## config.mk

```make
export PLATFORM = sky130hd
export DESIGN_NAME = mem_arbiter
export DESIGN_NICKNAME = d
export VERILOG_FILES = /design/src/rtl/mem_pkg.sv /design/src/rtl/bus_pkg.sv /design/src/rtl/mem_arbiter.sv
export SDC_FILE = /design/constraint.sdc
export NUM_CORES = 1
export LEC_CHECK = 0
export ABC_AREA = 1
export BUFFER_PORTS_ARGS = -buffer_cell sky130_fd_sc_hd__buf_2
export CORE_AREA = 3 3 167 169
export DETAILED_ROUTE_END_ITERATION = 6
export DIE_AREA = 0 0 170 172
export SLEW_MARGIN = 20
export SYNTH_ARGS = -nofsm -noshare
export SYNTH_HDL_FRONTEND = slang
export SYNTH_SLANG_ARGS = --single-unit
```

## constraint.sdc

```tcl
create_clock -name clk -period 1.6 [get_ports clk]
set_clock_uncertainty 0.1 [all_clocks]
set_input_delay 0 -clock clk [delete_from_list [all_inputs] [get_ports clk]]
set_output_delay 0 -clock clk [all_outputs]
set_load 0.005 [all_outputs]
```

## src/rtl/mem_pkg.sv

```systemverilog
`default_nettype none

package mem_pkg;

	// word address split as tag | index | offset
	localparam int OFFSET_W = 2;
	localparam int INDEX_W = 3;
	localparam int TAG_W = 11;

	localparam int LINE_WORDS = 4;
	localparam int NUM_LINES = 8;
	localparam int MEM_WORDS = 256;
	localparam int MEM_LINE_BITS = $clog2(MEM_WORDS / LINE_WORDS);
	// cycles from bus start to read data
	localparam int MEM_LATENCY = 4;
	// credits per port
	localparam int REQ_DEPTH = 2;

	typedef logic [15:0] word_t;
	typedef logic [15:0] addr_t;
	typedef logic [TAG_W-1:0] tag_t;
	typedef logic [INDEX_W-1:0] index_t;
	typedef logic [OFFSET_W-1:0] offset_t;
	typedef logic [TAG_W+INDEX_W-1:0] line_addr_t;
	// word 0 sits in the low bits
	typedef word_t [LINE_WORDS-1:0] line_t;

	function automatic tag_t addr_tag(addr_t a);
		return a[OFFSET_W+INDEX_W +: TAG_W];
	endfunction

	function automatic index_t addr_index(addr_t a);
		return a[OFFSET_W +: INDEX_W];
	endfunction

	function automatic offset_t addr_offset(addr_t a);
		return a[OFFSET_W-1:0];
	endfunction

	function automatic line_addr_t addr_line(addr_t a);
		return a[OFFSET_W +: TAG_W+INDEX_W];
	endfunction

endpackage

`default_nettype wire

```

## src/rtl/bus_pkg.sv

```systemverilog
`default_nettype none

package bus_pkg;

	// request as seen on a processor port
	typedef struct packed {
		logic is_write;
		mem_pkg::addr_t addr;
		mem_pkg::word_t wdata;
	} port_req_t;

	// one valid cycle per request, in order
	typedef struct packed {
		logic valid;
		mem_pkg::word_t rdata;
	} port_rsp_t;

	// line transfer between a cache and the shared memory
	typedef struct packed {
		logic valid;
		logic is_write;
		mem_pkg::line_addr_t line_addr;
		mem_pkg::line_t wline;
	} mem_req_t;

	typedef struct packed {
		logic done;
		mem_pkg::line_t rline;
	} mem_rsp_t;

	typedef enum logic {
		CLIENT_I,
		CLIENT_D
	} client_e;

endpackage

`default_nettype wire

```

## src/rtl/mem_arbiter.sv

```systemverilog
`timescale 1ns/100ps
`default_nettype none

module mem_arbiter (
	input wire clk,
	input wire reset_n,
	input wire bus_pkg::mem_req_t i_ireq,
	input wire bus_pkg::mem_req_t i_dreq,
	output bus_pkg::mem_rsp_t o_irsp,
	output bus_pkg::mem_rsp_t o_drsp,
	output bus_pkg::mem_req_t o_mem_req,
	input wire bus_pkg::mem_rsp_t i_mem_rsp
);
	import bus_pkg::*;

	client_e owner;
	logic owner_req;
	logic other_req;

	assign owner_req = (owner == CLIENT_I) ? i_ireq.valid : i_dreq.valid;
	assign other_req = (owner == CLIENT_I) ? i_dreq.valid : i_ireq.valid;

	// a client holds its request from start to its final done, so the turn
	// ends only once the owner drops it
	always_ff @(posedge clk) begin
		if (!reset_n) begin
			owner <= CLIENT_I;
		end else if (!owner_req && other_req) begin
			owner <= (owner == CLIENT_I) ? CLIENT_D : CLIENT_I;
		end
	end

	assign o_mem_req = (owner == CLIENT_I) ? i_ireq : i_dreq;

	// line data fans out, done only reaches the owner
	assign o_irsp.done = i_mem_rsp.done && (owner == CLIENT_I);
	assign o_irsp.rline = i_mem_rsp.rline;
	assign o_drsp.done = i_mem_rsp.done && (owner == CLIENT_D);
	assign o_drsp.rline = i_mem_rsp.rline;

endmodule

`default_nettype wire

```

* After elaboration in Yosys (flattened, before gate mapping)
Cells that the tools add are included.
** Storage, ports and cells
- Bits in registers :: 1
- Input port bits :: 227
- Output and inout bits :: 210
- Logic and storage cells :: 10
** Cells by class
- Muxes and demuxes :: 4
- Bitwise gates (word level) :: 1
- Reduce and logical (&&, ||, !) cells :: 4
** Operators with widths (number)
- two-way mux 80 bit :: 1
- logical AND 1 bit :: 3
- two-way mux 1 bit :: 3
- logical NOT 1 bit :: 1
- NOT 1 bit :: 1

* Depth between registers and ports, before layout
Gate-level depths: netlist of the first run.
- Word-level depth :: 3
- Mapped depth :: 6
- Mapped depth without buffers :: 4

* Worst setup path after synthesis of the first run
No wires, ideal clock.
- Kind :: reg-to-output
- From :: reg owner
- To :: out o_mem_req[67] in the netlist's numbering
- Arrival :: 0.818 ns
- Required time :: 1.500 ns
- Path slack :: 0.682 ns
- Cell stages (with the launch flop) :: 7
- Path buffers :: 3
- Path through :: dfxtp_1 buf_4 inv_4 buf_6 buf_6 nand2_1 nand2_1
** RTL lines
- start: declaration :: RTL line mem_arbiter.sv:16 : client_e owner;
- start signal: assignment :: RTL line mem_arbiter.sv:29 : owner <= (owner == CLIENT_I) ? CLIENT_D : CLIENT_I;
- end: declaration :: RTL line mem_arbiter.sv:11 : output bus_pkg::mem_req_t o_mem_req,

==> results of run 1 <==
worst min path at each step:
stage | cells after the start | slack [ps] | to
after floorplan | 2 | -30 | o_irsp[64]
after global placement | 0 | -100 | o_drsp[2]
after detailed placement | 0 | -100 | o_drsp[2]
after CTS | 3 | 130 | owner
after global routing | 3 | 130 | owner
final | 3 | 130 | owner
power by group through the flow:
stage	Sequential, mW	Combinational (mW)	Clock [mW]
floorplan	0.0276	0.562	0
global placement	0.0295	0.701	0
detailed placement	0.0296	0.716	0
CTS	0.0296	0.912	0
global route	0.0298	1.02	0
finish	0.0295	0.913	0
area by class of cell:
type                            count  area (um^2)
Sequential cell                     1        23.77
Multi-Input combinational cell    245        923.4
Fill cell                        3117        23430
Inverter                            5        21.27
Tap cell                          341        426.7
Timing Repair Buffer              310         1902
worst reg2reg max path: cells and delay by family, from the launching register on:
kind	cells	cell delay, ps
buffers and inverters	1	290
flip-flops	1	350
AND/OR/NAND/NOR	3	250
routing by layer:
layer	GRT usage	vias up	part of all wire
li1	-	1372	-
met1	0.05215	1178	0.33
met2	0.1181	252	0.56
met3	0.008916	4	0.11
met4	0.0003527	2	0.00030
met5	0	-	0.0020
placed cells by master, fill, tap and decap left out:
cell type and instances:
sky130_fd_sc_hd__dlygate4sd3_1 64, sky130_fd_sc_hd__inv_4 1, sky130_fd_sc_hd__a21oi_1 1, sky130_fd_sc_hd__dfxtp_4 1
sky130_fd_sc_hd__o21ai_0 1, sky130_fd_sc_hd__nand2_1 240, sky130_fd_sc_hd__nor2_1 2, sky130_fd_sc_hd__buf_12 2
sky130_fd_sc_hd__inv_1 4, sky130_fd_sc_hd__nand3_1 1, sky130_fd_sc_hd__buf_2 244
logic make-up (layout without fill, tap and decap cells):
kind of cell | after synthesis | count (layout) | synth area share
flip-flops | 1 | 1 | 0.009733
AND/OR/NAND/NOR | 243 | 243 | 0.4440
AO/OA/AOI/OAI | 2 | 2 | 0.004862
buffers and inverters | 152 | 315 | 0.5414
==> out/qor.json, run 1 <==
{
  "outcome": {
    "result_of_the_run": "finished clean"
  },
  "timing": {
    "setup-violations-final": 0,
    "rsz0062_at_grt": "false",
    "worst_slew_margin_rel": 0.7439,
    "period_needed_ps": 1197,
    "slew_viol_final": 0,
    "final_hold_viol_count": 0,
    "final_critical_path_setup_slack_ps": 403.2,
    "worst_margin_slew_ps": 384.1,
    "fin_hold_ws_ps": 126.2,
    "setup-tns-final_ps": 0,
    "max_freq_ghz": 0.8356,
    "fin_crit_sh": 0.7480
  },
  "layout": {
    "diodes": 0,
    "fraction_of_layout_cells_with_a_size_suffix_above_1": 0.4421,
    "finalNonFillerCells": 902,
    "final_core_utilization": 0.1234,
    "final_net_count": 790,
    "max_flop_register": "owner",
    "areaGrowthSynthToFinish_pct": 60.28,
    "post-route-cell-area_um2": 3297,
    "largestRegisters": "owner: 1 flops",
    "max_reg_flops": 1
  },
  "logic_synthesis": {
    "top_cell_type_s_share_of_synthesized_area": 0.4927,
    "edff_count_synth": 0,
    "synth.largest_area_cell": "sky130_fd_sc_hd__buf_4",
    "ys_seq_elements": 1,
    "number_of_distinct_library_cells_after_synthesis": 11,
    "synth.most_common_cell": "sky130_fd_sc_hd__nand2_1",
    "synth.net_count": 625,
    "synthFlopType": "sky130_fd_sc_hd__dfxtp_1",
    "syn-cell-area_um2": 2057,
    "synth_warnings": 0,
    "register_area_share_after_synthesis": 0.009732,
    "synth_commonest_cells": "sky130_fd_sc_hd__nand2_1, sky130_fd_sc_hd__buf_4, sky130_fd_sc_hd__buf_2, sky130_fd_sc_hd__inv_1, sky130_fd_sc_hd__buf_6",
    "avgSynthCellArea_um2": 5.168,
    "syn_inst": 398,
    "synth_top_cells_by_area": "sky130_fd_sc_hd__buf_4, sky130_fd_sc_hd__nand2_1, sky130_fd_sc_hd__buf_2, sky130_fd_sc_hd__buf_6, sky130_fd_sc_hd__dfxtp_1",
    "synth_async_sr_flop_share": 0
  },
  "global_routing": {
    "globalRoute.totalOverflow": 0,
    "grt_pass1_vias": 2446,
    "grt_first_pass_wirelength_um": 12440,
    "grt.total_usage": 0.05273,
    "number_of_antenna_violations_at_the_first_check_in_global_routing": 1,
    "grt_max_degree": 86
  },
  "drt": {
    "drcViolationCount": 0,
    "routed_wl_um": 9849,
    "drt_iter0_drc": 58,
    "count_of_antenna_violating_nets_left_after_detailed_routing": 0,
    "first_pass_iters": 4,
    "via_per_inst": 3.113,
    "vias": 2808,
    "routed_wire_length_per_instance_um": 10.92
  },
  "placed_design": {
    "detailed_place.area_um2": 2656,
    "port-buffer-count": 244,
    "dp_cells": 838,
    "dp_worst_setup_slack_ps": 388.9,
    "hpwl_um": 7124,
    "place.gp.congestion": 0.7604
  },
  "power": {
    "p_int_mw": 0.4903,
    "sw_frac_of_total": 0.4797,
    "power_density_nw_per_um2": 285.8,
    "share_clk_of_total_power": 0,
    "power.leakage_nw": 1.989,
    "power.ir.vdd_worst_mv": 0.3160,
    "comb_power_share": 0.969,
    "seq_power_share": 0.031,
    "design_power_total_mw": 0.9424,
    "net_sw_power_mw": 0.4521
  },
  "floorplanning": {
    "die_span_in_x_um": 170,
    "floorplan.die_area_um2": 29240,
    "placeableCoreArea_um2": 26730,
    "io_pins": 437,
    "fp.dieH_um": 172,
    "initial_utilization": 0.07697,
    "std_cell_rows": 60
  },
  "hold_path": {
    "hold_path.class": "in -> reg",
    "hold_path.startpoint": "reset_n"
  },
  "cts": {
    "post-cts-setup-buffer-count": 0,
    "cts_clock_pin_slew_for_the_worst_setup_and_hold_paths_ps": 0,
    "ctsHoldBuffers": 64,
    "cts-resized-gates": 0,
    "worst_skew_pair.late_latency_ps": 0
  },
  "worst_setup_path": {
    "worstSetupEndpoint": "o_mem_req[69]",
    "worst_r2r_endpoint": "owner",
    "timing.critical_path.from_type": "flip-flop",
    "timing.rr.start": "owner",
    "worstSetupPathType": "reg -> out",
    "cp.required_ps": 1500,
    "arrival_time_worst_endpoint_ps": 1100,
    "critPathTopFamily": "buffers and inverters",
    "timing.critical_path.depth": 4,
    "worst_setup_path_end_kind": "output pin",
    "crit_path_cell_trace": "buf_12 > nand2_1 > nand2_1 > buf_2",
    "rrSetupSlack_ps": 500,
    "cpMaxStageDelayCell": "sky130_fd_sc_hd__dfxtp_4",
    "timing.critical_path.fanout_max": 85,
    "critical_path.max_stage_delay_ps": 350,
    "critical_path_launch_point": "owner",
    "count_of_buffering_cells_on_the_critical_path_with_inverters_included": 2,
    "reg2reg_depth": 4,
    "critical_path.most_common_cell": "sky130_fd_sc_hd__nand2_1"
  },
  "job": {
    "cap_violations": 0
  }
}
(Power assumes the default switching activity.)
==> run 2: changes to the inputs <==
--- a/config.mk
+++ b/config.mk
@@ -7,9 +7,9 @@
 export LEC_CHECK = 0
 export ABC_AREA = 1
 export BUFFER_PORTS_ARGS = -buffer_cell sky130_fd_sc_hd__buf_2
-export CORE_AREA = 3 3 167 169
+export CORE_AREA = 3 3 169 171
 export DETAILED_ROUTE_END_ITERATION = 6
-export DIE_AREA = 0 0 170 172
+export DIE_AREA = 0 0 172 174
 export SLEW_MARGIN = 20
 export SYNTH_ARGS = -nofsm -noshare
 export SYNTH_HDL_FRONTEND = slang
==> constraint.sdc (replaced) <==
create_clock -name clk -period 1 [get_ports clk]
set_clock_uncertainty 0.1 [all_clocks]
set_input_delay 0 -clock clk [delete_from_list [all_inputs] [get_ports clk]]
set_output_delay 0 -clock clk [all_outputs]
set_load 0.005 [all_outputs]
==> out/qor.json, run 2 (synthesis results as in run 1) <==
{
  "power": {
    "net_sw_power_mw": 0.7825,
    "p_int_mw": 0.8682,
    "power_density_nw_per_um2": 473.5,
    "share_clk_of_total_power": 0,
    "power.ir.vdd_worst_mv": 0.3868,
    "power.leakage_nw": 2.078,
    "seq_power_share": 0.033,
    "sw_frac_of_total": 0.4740,
    "design_power_total_mw": 1.651,
    "comb_power_share": 0.967
  },
  "drt": {
    "first_pass_iters": 4,
    "vias": 2908,
    "count_of_antenna_violating_nets_left_after_detailed_routing": 0,
    "via_per_inst": 3.189,
    "drcViolationCount": 0,
    "routed_wl_um": 11790,
    "routed_wire_length_per_instance_um": 12.93,
    "drt_iter0_drc": 148
  },
  "timing": {
    "final_critical_path_setup_slack_ps": -61.86,
    "period_needed_ps": 1062,
    "max_freq_ghz": 0.9417,
    "slew_viol_final": 0,
    "rsz0062_at_grt": "true",
    "worst_margin_slew_ps": 206.6,
    "setup-violations-final": 73,
    "fin_crit_sh": 1.062,
    "worst_slew_margin_rel": 0.8618,
    "final_hold_viol_count": 0
  },
  "floorplanning": {
    "die_span_in_x_um": 172,
    "fp.dieH_um": 174,
    "io_pins": 437,
    "std_cell_rows": 60,
    "placeableCoreArea_um2": 27030,
    "floorplan.die_area_um2": 29930,
    "initial_utilization": 0.07611
  },
  "placed_design": {
    "hpwl_um": 7964,
    "dp_worst_setup_slack_ps": -99.87,
    "detailed_place.area_um2": 2691,
    "port-buffer-count": 244,
    "place.gp.congestion": 0.7725
  },
  "global_routing": {
    "grt_first_pass_wirelength_um": 14290,
    "grt.total_usage": 0.06068,
    "grt_pass1_vias": 2686,
    "grt_max_degree": 48,
    "globalRoute.totalOverflow": 0,
    "number_of_antenna_violations_at_the_first_check_in_global_routing": 3
  },
  "job": {
    "cap_violations": 0
  },
  "outcome": {
    "failing_checks": "setup timing",
    "result_of_the_run": "complete, but fails checks"
  },
  "hold_path": {
    "hold_path.class": "in -> reg"
  },
  "worst_setup_path": {
    "arrival_time_worst_endpoint_ps": 960,
    "timing.critical_path.from_type": "flip-flop",
    "cp.required_ps": 900,
    "worstSetupPathType": "reg -> out",
    "timing.critical_path.fanout_max": 16,
    "worst_setup_path_end_kind": "output pin"
  },
  "layout": {
    "post-route-cell-area_um2": 3486,
    "max_reg_flops": 1,
    "layout.cells.most_common": "sky130_fd_sc_hd__buf_2",
    "max_flop_register": "owner",
    "fraction_of_layout_cells_with_a_size_suffix_above_1": 0.4605,
    "register_area_um2": 23.77,
    "area_of_combinational_cells_with_multiple_inputs_um2": 940.9,
    "final_net_count": 798,
    "areaGrowthSynthToFinish_pct": 69.46,
    "commonest_non_fill_non_tap_cells_in_the_layout": "sky130_fd_sc_hd__buf_2, sky130_fd_sc_hd__nand2_1, sky130_fd_sc_hd__dlygate4sd3_1, sky130_fd_sc_hd__nand2_2",
    "largestRegisters": "owner: 1 flops",
    "nFillCells": 3113
  },
  "cts": {
    "cts_clock_pin_slew_for_the_worst_setup_and_hold_paths_ps": 0,
    "worst_skew_pair.late_latency_ps": 0
  }
}
[run 2: metrics by stage]
step                      hold WS [ps]  TNS, ps     util  instances
after floorplan                 -33.06        0        -        398
after global placement          -99.95    -1969  0.09958        841
after global routing             169.3    -8006   0.1290        912
after detailed placement        -99.95    -3187  0.09958        841
final                            137.0    -2341   0.1290        912
after CTS                        139.4    -2350   0.1260        908
[run 2: area by class of cell]
type | count | share of cell area
diodes | 2 | 0.001436
multi-input cells | 245 | 0.2699
flip-flops and latches | 1 | 0.006820
well taps | 341 | 0.1224
inverters | 5 | 0.007538
repair buffers | 318 | 0.5919
[run 2: power groups by stage]
stage / registers [mW] / logic [mW] / clock network (mW)
4_1_cts: 0.0531 / 1.53 / 0
3_3_place_gp: 0.0519 / 1.14 / 0
2_1_floorplan: 0.0441 / 0.899 / 0
3_5_place_dp: 0.0523 / 1.15 / 0
6_report: 0.0550 / 1.60 / 0.000000268
5_1_grt: 0.0569 / 1.78 / 0.000000268
[run 2: critical path, stage by stage, from the launching register on]
cell,delay (ps)
sky130_fd_sc_hd__dfxtp_4,420
sky130_fd_sc_hd__inv_8,80
sky130_fd_sc_hd__clkbuf_16,190
sky130_fd_sc_hd__nand2_1,90
sky130_fd_sc_hd__nand2_1,50
sky130_fd_sc_hd__buf_2,120
[run 2: what timing repair did]
item	CTS	global route
cloned	1	3
pin swaps	1	0
endpoints found under the hold margin	128	0
buffers inserted	2	0
resized for setup	7	8
hold buffers	64	0
setup endpoints to repair	77	82
[run 2: path summary, 6_finish.rpt]
| kind | start | end | slack, ps | depth (start not counted) |
|---|---|---|---|---|
| worst max-delay path | owner | o_mem_req[19] | -60 | 5 |
| worst min register to register | owner | owner | 670 | 3 |
| worst min-delay path | reset_n | owner | 140 | 3 |
| worst max register to register | owner | owner | 10 | 4 |
[run 2: layer usage]
layer | vias to the layer above | global-route usage | routed length (um)
li1 | 1389 | - | -
met1 | 1233 | 0.05880 | 4118
met2 | 273 | 0.1313 | 6325
met3 | 13 | 0.005913 | 1092
met4 | 0 | 0.01430 | 253
met5 | - | 0 | 0
==> run 3: changes to the inputs <==
--- a/config.mk
+++ b/config.mk
@@ -7,10 +7,12 @@
 export LEC_CHECK = 0
 export ABC_AREA = 1
 export BUFFER_PORTS_ARGS = -buffer_cell sky130_fd_sc_hd__buf_2
-export CORE_AREA = 3 3 169 171
+export CELL_PAD_IN_SITES_DETAIL_PLACEMENT = 2
+export CELL_PAD_IN_SITES_GLOBAL_PLACEMENT = 2
+export CORE_AREA = 3 3 171 173
 export DETAILED_ROUTE_END_ITERATION = 6
-export DIE_AREA = 0 0 172 174
-export SLEW_MARGIN = 20
+export DIE_AREA = 0 0 174 176
+export PLACE_DENSITY_LB_ADDON = 0.1
 export SYNTH_ARGS = -nofsm -noshare
 export SYNTH_HDL_FRONTEND = slang
 export SYNTH_SLANG_ARGS = --single-unit
==> out/qor.json, run 3 (synthesis results as in run 1) <==
{
  "outcome": {
    "result_of_the_run": "complete, but fails checks",
    "failing_checks": "setup timing"
  },
  "timing": {
    "setup-violations-final": 39,
    "rsz0062_at_grt": "true",
    "max_freq_ghz": 0.9673,
    "period_needed_ps": 1034,
    "worst_margin_slew_ps": 189.1,
    "final_hold_viol_count": 0,
    "slew_viol_final": 0,
    "final_critical_path_setup_slack_ps": -33.80,
    "fin_crit_sh": 1.034,
    "worst_slew_margin_rel": 0.8739
  },
  "worst_setup_path": {
    "timing.critical_path.fanout_max": 36,
    "critical_path_launch_point": "owner",
    "worst_setup_path_end_kind": "output pin",
    "cp.required_ps": 900,
    "arrival_time_worst_endpoint_ps": 930,
    "worstSetupEndpoint": "o_mem_req[63]",
    "timing.critical_path.from_type": "flip-flop",
    "timing.rr.start": "owner",
    "reg2reg_depth": 4,
    "worst_r2r_endpoint": "owner",
    "rrSetupSlack_ps": 60,
    "worstSetupPathType": "reg -> out"
  },
  "floorplanning": {
    "die_span_in_x_um": 174,
    "initial_utilization": 0.07404,
    "fp.dieH_um": 176,
    "std_cell_rows": 61,
    "floorplan.die_area_um2": 30620,
    "placeableCoreArea_um2": 27780,
    "io_pins": 437
  },
  "layout": {
    "largestRegisters": "owner: 1 flops",
    "fraction_of_layout_cells_with_a_size_suffix_above_1": 0.4632,
    "final_core_utilization": 0.1266,
    "layout.cells.most_common": "sky130_fd_sc_hd__buf_2",
    "areaGrowthSynthToFinish_pct": 71.05,
    "max_flop_register": "owner",
    "final_net_count": 799,
    "max_reg_flops": 1,
    "commonest_non_fill_non_tap_cells_in_the_layout": "sky130_fd_sc_hd__buf_2, sky130_fd_sc_hd__nand2_1, sky130_fd_sc_hd__dlygate4sd3_1, sky130_fd_sc_hd__nand2_2",
    "diodes": 0
  },
  "power": {
    "power.leakage_nw": 2.070,
    "design_power_total_mw": 1.648,
    "power.ir.vdd_worst_mv": 0.09966,
    "power_density_nw_per_um2": 468.4
  },
  "placed_design": {
    "place.gp.congestion": 0.6880,
    "hpwl_um": 10310,
    "port-buffer-count": 244
  },
  "global_routing": {
    "grt.total_usage": 0.07536,
    "number_of_antenna_violations_at_the_first_check_in_global_routing": 3,
    "grt_max_degree": 37,
    "grt_pass1_vias": 3179,
    "globalRoute.totalOverflow": 0,
    "grt_first_pass_wirelength_um": 18310
  },
  "cts": {
    "worst_skew_pair.late_latency_ps": 0,
    "post-cts-setup-buffer-count": 0,
    "cts_clock_pin_slew_for_the_worst_setup_and_hold_paths_ps": 0
  },
  "drt": {
    "via_per_inst": 3.104,
    "drcViolationCount": 0,
    "routed_wire_length_per_instance_um": 13.83,
    "first_pass_iters": 4,
    "count_of_antenna_violating_nets_left_after_detailed_routing": 0,
    "met2_length_um": 7612,
    "route.top_layer_used": "met5",
    "drt_iter0_drc": 50,
    "routed-wl-met3_um": 1427,
    "routed_wl_um": 13110,
    "vias": 2943,
    "met1Wirelength_um": 3926
  },
  "job": {
    "cap_violations": 0
  },
  "hold_path": {
    "hold_path.class": "in -> reg",
    "cell_depth_of_the_worst_min_delay_path": 3
  }
}
-- run 3: changes by cell type in the layout (fill, tap and decap cells not counted), moves of 2 or more --
| cell | previous run | this run |
|---|---|---|
| sky130_fd_sc_hd__buf_2 | 242 | 244 |
| sky130_fd_sc_hd__buf_6 | 3 | 1 |
| sky130_fd_sc_hd__buf_8 | 0 | 2 |
| sky130_fd_sc_hd__clkbuf_16 | 3 | 0 |
| sky130_fd_sc_hd__diode_2 | 2 | 0 |
| sky130_fd_sc_hd__nand2_2 | 4 | 6 |
-- run 3: routing by layer --
layer	vias up	track usage
li1	1395	-
met1	1314	0.06685
met2	214	0.1644
met3	14	0.02774
met4	6	0.004692
met5	-	0
-- run 3: area by class of cell --
type	instances	area (um^2)
Tap cell	378	473.0
Fill cell	3479	24260
Sequential cell	1	23.77
Timing Repair Buffer	319	2053
Multi-Input combinational cell	245	942.2
Inverter	5	26.28
-- run 3: how the worst min path moves through the flow --
stage                              from         end  slack, ps
after detailed placement  i_mem_rsp[15]  o_drsp[15]       -100
after CTS                       reset_n       owner        160
after floorplan           i_mem_rsp[64]  o_irsp[64]        -30
final                           reset_n       owner        140
after global placement    i_mem_rsp[15]  o_drsp[15]       -100
after global routing            reset_n       owner        160
-- run 3: stage by stage --
step / area, um^2 / setup slack, ps / hold slack, ps / std cells / setup TNS (ps)
after floorplan: 2057 / 82.47 / -33.06 / 398 / 0
after global placement: 2755 / -113.0 / -99.95 / 882 / -2508
after detailed placement: 2755 / -127.7 / -99.95 / 882 / -4051
after CTS: 3503 / -79.08 / 158.9 / 948 / -2238
after global routing: 3518 / -111.1 / 162.3 / 948 / -5963
final: 3518 / -33.80 / 141.3 / 948 / -382.4
-- run 3: what timing repair did --
| item | 4_1_cts | 5_1_grt |
|---|---|---|
| endpoints found under the setup margin | 81 | 83 |
| gates resized for setup | 18 | 4 |
| hold endpoints to repair | 128 | 0 |
| cloned | 2 | 0 |
| hold buffers | 64 | 0 |
-- run 3: worst max-delay path: stages (launching register included) --
cell and delay, ps:
sky130_fd_sc_hd__dfxtp_4 410, sky130_fd_sc_hd__buf_12 210, sky130_fd_sc_hd__nand2_1 110, sky130_fd_sc_hd__nand2_1 70
sky130_fd_sc_hd__buf_2 110
-- run 3: where the power goes --
part           internal (mW)  switching (mW)
clock                      0               0
sequential            0.0432          0.0107
combinational          0.825           0.769
total                  0.868           0.780
